<file path="src/design/evr_settings.svh">
// shared evr constants; include wherever comma, event code or stretch values are needed
`ifndef EVR_SETTINGS_SVH
`define EVR_SETTINGS_SVH

////////////////////
// comma alignment

// good K28.5 commas needed since the last error word
`define EVR_COMMAS_NEEDED 60

// K28.5 byte value on byte 0
`define EVR_COMMA_CHAR 8'hBC

////////////////////
// event codes

`define EVR_HB_CODE  8'd122 // heartbeat
`define EVR_PPS_CODE 8'd125 // pulse per second

////////////////////
// marker stretching

// stretch lengths in evrClk cycles
`define EVR_HB_STRETCH  40 // short for simulation, real hardware uses a third of a second
`define EVR_PPS_STRETCH 6

// channel 0 heartbeat, channel 1 pps
`define EVR_MARKER_COUNT 2

`endif

</file>
<file path="src/design/evrPkg.sv">
// common evr receive types, referenced by scoped name from the design files
`include "evr_settings.svh"

package evrPkg;

    ////////////////////
    // transceiver word

    // two decoded bytes, byte 0 in the low half
    typedef logic [15:0] rxChars_t;

    // one K flag per byte, also used for the per-byte error flags
    typedef logic [1:0] charIsK_t;

    ////////////////////
    // event path

    typedef logic [7:0] evrCode_t; // one event code

    // one bit per marker channel
    typedef logic [`EVR_MARKER_COUNT-1:0] markerVec_t;

endpackage

</file>
<file path="src/design/rxWordIf.sv">
// one decoded receive word with its flags, passed from the top level to the aligner
`timescale 1ns/1ps

interface rxWordIf;

    // a new word every evrClk cycle, no handshake
    evrPkg::rxChars_t data;       // decoded bytes
    evrPkg::charIsK_t isK;        // K character per byte
    evrPkg::charIsK_t notInTable; // 8b10b code violation per byte
    evrPkg::charIsK_t dispErr;    // running disparity error per byte

    // transceiver side
    modport source (
        output data,
        output isK,
        output notInTable,
        output dispErr
    );

    // aligner side
    modport sink (
        input data,
        input isK,
        input notInTable,
        input dispErr
    );

endinterface

</file>
<file path="src/design/commaAligner.sv">
// detects comma alignment, qualifies receive words and makes the bit-slip pulse
`timescale 1ns/1ps
`include "evr_settings.svh"

module commaAligner (
    input  logic             evrClk,
    input  logic             rst_i,
    rxWordIf.sink            rxWord,
    input  logic             slideRequest_i, // asynchronous level
    output evrPkg::rxChars_t evrChars_o,
    output evrPkg::charIsK_t evrCharIsK_o,
    output logic             aligned_o,
    output logic             bitSlide_o
);

    // counter runs from COMMA_RELOAD down past zero
    // top bit set means enough commas were seen
    localparam int COMMA_RELOAD = `EVR_COMMAS_NEEDED - 1;
    localparam int COMMA_WIDTH  = $clog2(COMMA_RELOAD + 1) + 1;

    logic [COMMA_WIDTH-1:0] commaCount;
    logic                   rxDataErr;
    logic                   goodComma;

    logic slideMeta;  // first sync stage
    logic slideSync;  // second sync stage
    logic slideLast;  // edge detect history

    ////////////////////
    // alignment

    assign aligned_o = commaCount[COMMA_WIDTH-1];

    // K is only legal on byte 0
    assign rxDataErr = (rxWord.notInTable != '0)
                    || (rxWord.dispErr != '0)
                    || rxWord.isK[1];

    assign goodComma = !rxDataErr && rxWord.isK[0]
                    && (rxWord.data[7:0] == `EVR_COMMA_CHAR);

    always_ff @(posedge evrClk) begin
        if (rst_i) begin
            commaCount <= COMMA_WIDTH'(COMMA_RELOAD);
        end else if (rxDataErr) begin
            commaCount <= COMMA_WIDTH'(COMMA_RELOAD); // start over
        end else if (!aligned_o && goodComma) begin
            commaCount <= commaCount - 1'b1; // commas need not be adjacent
        end
    end

    ////////////////////
    // word qualification

    // zero unless aligned and clean, so nothing downstream sees garbage
    always_ff @(posedge evrClk) begin
        if (aligned_o && !rxDataErr) begin
            evrChars_o   <= rxWord.data;
            evrCharIsK_o <= rxWord.isK;
        end else begin
            evrChars_o   <= '0;
            evrCharIsK_o <= '0;
        end
    end

    ////////////////////
    // bit slip

    // two flops to settle the async request, then rising edge detect
    always_ff @(posedge evrClk) begin
        if (rst_i) begin
            slideMeta  <= 1'b0;
            slideSync  <= 1'b0;
            slideLast  <= 1'b0;
            bitSlide_o <= 1'b0;
        end else begin
            slideMeta  <= slideRequest_i;
            slideSync  <= slideMeta;
            slideLast  <= slideSync;
            bitSlide_o <= slideSync && !slideLast; // one cycle per request edge
        end
    end

endmodule

</file>
<file path="src/design/eventCodeExtractor.sv">
// picks event codes out of the qualified character stream with a valid strobe
`timescale 1ns/1ps

module eventCodeExtractor (
    input  logic             evrClk,
    input  logic             rst_i,
    input  evrPkg::rxChars_t evrChars_i,
    input  evrPkg::charIsK_t evrCharIsK_i,
    output evrPkg::evrCode_t evrCode_o,
    output logic             evrCodeValid_o
);

    logic goodCode;

    // byte 0 carries the event, byte 1 belongs to the distributed bus
    // zero is the null event, K bytes are commas
    assign goodCode = (evrChars_i[7:0] != '0) && !evrCharIsK_i[0];

    always_ff @(posedge evrClk) begin
        if (rst_i) begin
            evrCode_o      <= '0;
            evrCodeValid_o <= 1'b0;
        end else begin
            evrCode_o      <= goodCode ? evrChars_i[7:0] : '0; // zero when not valid
            evrCodeValid_o <= goodCode;
        end
    end

endmodule

</file>
<file path="src/design/markerStretcher.sv">
// holds one marker high for a fixed time after a matching event code
`timescale 1ns/1ps

module markerStretcher #(
    parameter evrPkg::evrCode_t TRIGGER_CODE = 8'd0, // code that fires this channel
    parameter int unsigned      STRETCH      = 1     // marker length in cycles
) (
    input  logic             evrClk,
    input  logic             rst_i,
    input  evrPkg::evrCode_t evrCode_i,
    input  logic             evrCodeValid_i,
    output logic             marker_o,
    output logic             hit_o
);

    localparam int CNT_WIDTH = $clog2(STRETCH + 1);

    logic [CNT_WIDTH-1:0] holdCount; // cycles of marker left
    logic                 match;

    assign match    = evrCodeValid_i && (evrCode_i == TRIGGER_CODE);
    assign marker_o = (holdCount != '0);

    ////////////////////
    // stretch counter

    // reload on every match, so a repeat restarts the window
    always_ff @(posedge evrClk) begin
        if (rst_i) begin
            holdCount <= '0;
        end else if (match) begin
            holdCount <= CNT_WIDTH'(STRETCH);
        end else if (marker_o) begin
            holdCount <= holdCount - 1'b1;
        end
    end

    // hit lines up with the rising marker
    // a retrigger while already high gives no second hit
    always_ff @(posedge evrClk) begin
        if (rst_i) begin
            hit_o <= 1'b0;
        end else begin
            hit_o <= match && !marker_o;
        end
    end

endmodule

</file>
<file path="src/design/markerCollector.sv">
// registers the marker bus and keeps a sticky seen flag per channel
`timescale 1ns/1ps

module markerCollector (
    input  logic               evrClk,
    input  logic               rst_i,
    input  evrPkg::markerVec_t marker_i,
    input  evrPkg::markerVec_t hit_i,
    input  logic               clearSeen_i, // one-cycle strobe
    output evrPkg::markerVec_t marker_o,
    output evrPkg::markerVec_t seen_o
);

    ////////////////////
    // marker output

    always_ff @(posedge evrClk) begin
        if (rst_i) begin
            marker_o <= '0;
        end else begin
            marker_o <= marker_i; // one stage, keeps seen aligned with marker
        end
    end

    ////////////////////
    // seen flags

    // set beats clear when both land in the same cycle
    always_ff @(posedge evrClk) begin
        if (rst_i) begin
            seen_o <= '0;
        end else begin
            seen_o <= hit_i | (clearSeen_i ? '0 : seen_o);
        end
    end

endmodule

</file>
<file path="src/design/evrReceiver.sv">
// top level of the evr receive event logic, fed by decoded transceiver words
`timescale 1ns/1ps
`include "evr_settings.svh"

module evrReceiver (
    input  logic               evrClk,
    input  logic               rst_i,

    // decoded transceiver word
    input  evrPkg::rxChars_t   rxData_i,
    input  evrPkg::charIsK_t   rxIsK_i,
    input  evrPkg::charIsK_t   rxNotInTable_i,
    input  evrPkg::charIsK_t   rxDispErr_i,

    // control
    input  logic               slideRequest_i, // async level
    input  logic               clearSeen_i,    // strobe

    output logic               aligned_o,
    output logic               bitSlide_o,
    output evrPkg::evrCode_t   evrCode_o,
    output logic               evrCodeValid_o,
    output evrPkg::markerVec_t marker_o,
    output evrPkg::markerVec_t seen_o
);

    evrPkg::rxChars_t   evrChars;     // qualified characters
    evrPkg::charIsK_t   evrCharIsK;
    evrPkg::markerVec_t markerRaw;    // stretcher outputs, before the collector
    evrPkg::markerVec_t markerHit;

    ////////////////////
    // receive word

    // the ports play the transceiver side of the interface
    rxWordIf rxWord ();
    assign rxWord.data       = rxData_i;
    assign rxWord.isK        = rxIsK_i;
    assign rxWord.notInTable = rxNotInTable_i;
    assign rxWord.dispErr    = rxDispErr_i;

    commaAligner u_aligner (
        .evrClk         (evrClk),
        .rst_i          (rst_i),
        .rxWord         (rxWord.sink),
        .slideRequest_i (slideRequest_i),
        .evrChars_o     (evrChars),
        .evrCharIsK_o   (evrCharIsK),
        .aligned_o      (aligned_o),
        .bitSlide_o     (bitSlide_o)
    );

    eventCodeExtractor u_extractor (
        .evrClk         (evrClk),
        .rst_i          (rst_i),
        .evrChars_i     (evrChars),
        .evrCharIsK_i   (evrCharIsK),
        .evrCode_o      (evrCode_o),
        .evrCodeValid_o (evrCodeValid_o)
    );

    ////////////////////
    // markers

    // channel 0 heartbeat, everything above it pps
    for (genvar ch = 0; ch < `EVR_MARKER_COUNT; ch++) begin : gMarker
        localparam evrPkg::evrCode_t CH_CODE    = (ch == 0) ? `EVR_HB_CODE : `EVR_PPS_CODE;
        localparam int unsigned      CH_STRETCH = (ch == 0) ? `EVR_HB_STRETCH : `EVR_PPS_STRETCH;

        markerStretcher #(
            .TRIGGER_CODE (CH_CODE),
            .STRETCH      (CH_STRETCH)
        ) u_stretch (
            .evrClk         (evrClk),
            .rst_i          (rst_i),
            .evrCode_i      (evrCode_o),
            .evrCodeValid_i (evrCodeValid_o),
            .marker_o       (markerRaw[ch]),
            .hit_o          (markerHit[ch])
        );
    end

    markerCollector u_collector (
        .evrClk      (evrClk),
        .rst_i       (rst_i),
        .marker_i    (markerRaw),
        .hit_i       (markerHit),
        .clearSeen_i (clearSeen_i),
        .marker_o    (marker_o),
        .seen_o      (seen_o)
    );

endmodule

</file>
<file path="config.mk">
export PLATFORM = sky130hd
export DESIGN_NAME = evrReceiver
export DESIGN_NICKNAME = d
export VERILOG_FILES = /design/src/design/evrPkg.sv /design/src/design/rxWordIf.sv /design/src/design/commaAligner.sv /design/src/design/eventCodeExtractor.sv /design/src/design/markerStretcher.sv /design/src/design/markerCollector.sv /design/src/design/evrReceiver.sv
export VERILOG_INCLUDE_DIRS = /design/src /design/src/design
export SDC_FILE = /design/constraint.sdc
export NUM_CORES = 1
export LEC_CHECK = 0
export BUFFER_PORTS_ARGS = -buffer_cell sky130_fd_sc_hd__buf_4
export CORE_MARGIN = 2
export CORE_UTILIZATION = 25
export CTS_BUF_LIST = sky130_fd_sc_hd__clkbuf_8 sky130_fd_sc_hd__clkbuf_16
export CTS_CLUSTER_SIZE = 24
export DETAILED_ROUTE_END_ITERATION = 6
export SETUP_SLACK_MARGIN = 0.4
export SLEW_MARGIN = 30
export SYNTH_ARGS = -nofsm -noshare
export SYNTH_HDL_FRONTEND = slang
export SYNTH_SLANG_ARGS = --single-unit
export TNS_END_PERCENT = 50
</file>
<file path="constraint.sdc">
create_clock -name evrClk -period 2.1 [get_ports evrClk]
set_input_delay 0.315 -clock evrClk [delete_from_list [all_inputs] [get_ports evrClk]]
set_output_delay 0.315 -clock evrClk [all_outputs]
set_load 0.005 [all_outputs]
</file>
==> qor.csv <==
metric,value,unit
worst_setup_path_end_kind,register,
ys_seq_area_share,53.3,%
p_leak,0.000907,uW
antenna_found_initial,0,
htree_levels,2,
hold_class,primary input to register,
post-route-min-period,1.66,ns
power_switching,528,uW
path_class,primary input to register,
synth.area.top_cells,"dfxtp_1 (53%), and2_1 (6.4%), ha_1 (3.0%), nor2_1 (3.0%), nor4_1 (2.7%)",
ff2ff_setup_slack,0.49,ns
io_buffer_count,32,
drt_iter0_markers,44,
synth_top_area_share,53.3,%
syn_area_per_cell,10.0,um2
power_density,929,nW/um2
grt_max_degree,21,
drt-total-wl,3170,um
core-area,6390,um2
vias,1256,
worstHoldPathCells,2,
crit_fanout,5,
drive_gt1_share,25.6,%
postCtsHoldBufs,0,
yosys.area.top_type,dfxtp_1,
numClockSinks,44,
n_antenna_cell,0,
start_util,25.9,%
p_sw_share,26.4,%
setup_viol,0,
ios,41,
peakVddDrop,0.564,mV
grt_pass1_vias,1238,
dr.pass1.iters,4,
post-route-util,33.7,%
nets,236,
gr-total-overflow,0,
syn_inst,165,
reg2regPathDepth,5,
cts_tree,yes,
slew_headroom,57.4,%
drc_errors,0,
synth_warnings,0,
placementRows,29,
grt_first_pass_wirelength,5530,um
root_buffer,clkbuf_8,
worstReg2RegStart,gMarker[0].u_stretch.holdCount[0]$_SDFFE_PP0P_,
grtUsageTotal,9.53,%
dp_hpwl,2460,um
rsz0062_at_grt,yes,
die_h,85.3,um
maxCapViolCount,0,
async_flop_share,0,%
setup_tns,0,ns
internal_power,1470,uW
synth-edff-count,0,
synth_ff_type,dfxtp_1,
numCtsBuffers,5,
fin_crit_sh,79.1,%
hold_start,slideRequest_i,
start_kind,primary input,
startpoint,rxNotInTable_i[1],
clock_latency,0.30,ns
max_slew.worst_pin.slew,0.635,ns
routed_via_density,4.42,
gp_congestion,0.764,
finalPower,2000,uW
final_cell_mix,"dfxtp_1 (44), buf_4 (37), and2_1 (17)",
ys_seq_elements,44,
die-width,85.3,um
synth_area,1650,um2
pwr-share-comb,20.0,%
clk_pin_slew,0.08,ns
die-area,7270,um2
status,"complete, no violations",
final_common_cell,dfxtp_1,
critPathArrivalTime,1.85,ns
synth_nets,195,
power_frac_clock,32.4,%
cts_buffer_depth,2,
fin_skew,0.0121,ns
seq_power_share,47.6,%
routedWlPerCell,11.2,um
final_hold_viol_count,0,
final_max_slew_viol_count,0,
clock.fmax,602,MHz
areaGrowthSynthToFinish,30.5,%
critPathRequiredTime,2.28,ns
yosysUniqueCellTypes,40,
ant_nets,0,
critical path: stages:
cell,delay [ns]
buf_4,0.12
or4b_1,0.54
or4_4,0.54
nor4_1,0.27
nor2_1,0.06
worst paths after layout:
| check | end |
|---|---|
| max | u_aligner.commaCount[4]$_SDFFE_PP1P_ |
| min | u_aligner.slideMeta$_SDFF_PP0_ |
| max reg2reg | gMarker[0].u_stretch.holdCount[1]$_SDFFE_PP0P_ |
| min reg2reg | u_aligner.bitSlide_o$_SDFF_PP0_ |
state kept, by name, indices dropped and copies added (netlist names), 2 cells and up:
name	flops
u_aligner.commaCount	7
gMarker.u_stretch.hit_o	2
u_collector.marker_o	2
u_collector.seen_o	2
u_aligner.evrChars_o	8
u_extractor.evrCode_o	8
gMarker.u_stretch.holdCount	9
power by group through the flow:
stage               clock, uW  combinational, uW  sequential [uW]
floorplan                   0                281              965
global placement            0                371              971
detailed placement          0                378              973
CTS                       676                380              953
global route              715                455              966
finish                    649                400              953
what timing repair did:
item | 4_1_cts | 5_1_grt
setup buffers | 0 | 0
resized for setup | 1 | 4
endpoints found under the setup margin | 2 | 4
hold endpoints to repair | 0 | 0
layout make-up:
type,count,area [um2]
Timing Repair Buffer,37,278
Clock buffer,5,68.8
Inverter,9,33.8
Fill cell,662,4230
Sequential cell,44,881
Clock inverter,3,47.5
Tap cell,77,96.3
Multi-Input combinational cell,109,749
through the flow:
step	instance area (um2)	hold WS (ns)	instances	worst slack (ns)
after floorplan	1650	0.367	165	0.313
after global routing	2150	0.225	284	0.340
final	2150	0.230	284	0.438
after detailed placement	2010	0.377	276	0.123
after CTS	2140	0.218	284	0.426
after global placement	2010	0.372	276	0.153
Yosys cell counts (2+ instances only):
library cell	count
clkbuf_1	2
o21ai_0	2
inv_1	9
a31oi_1	2
or3_1	5
ha_1	4
nand4b_1	3
and2_1	17
xnor2_1	3
nand3_1	2
nor4b_1	2
and4_1	2
nor4_1	7
nor3_1	4
a211oi_1	2
nor2b_1	5
dfxtp_1	44
nor2_1	13
or4_1	3
nand2b_1	2
mux2i_1	2
nand2_1	6
a21oi_1	7
logic make-up after synthesis:
kind of cell | after synthesis | synth area share, %
AOI/OAI and AO/OA | 18 | 7.35
xor gates and xnor gates | 3 | 1.59
adders and majority gates | 4 | 3.03
buffers and inverters | 12 | 2.80
DFF | 44 | 53.3
muxes | 2 | 1.21
and+or+nand+nor | 82 | 30.7
layer usage:
layer	up-vias	wire length (um)	track usage, %
li1	663	-	-
met1	557	1610	12.6
met2	34	1320	14.3
met3	2	227	4.18
met4	0	13	2.16
met5	-	0	0
Note: power is estimated with default switching activity, not from simulation.
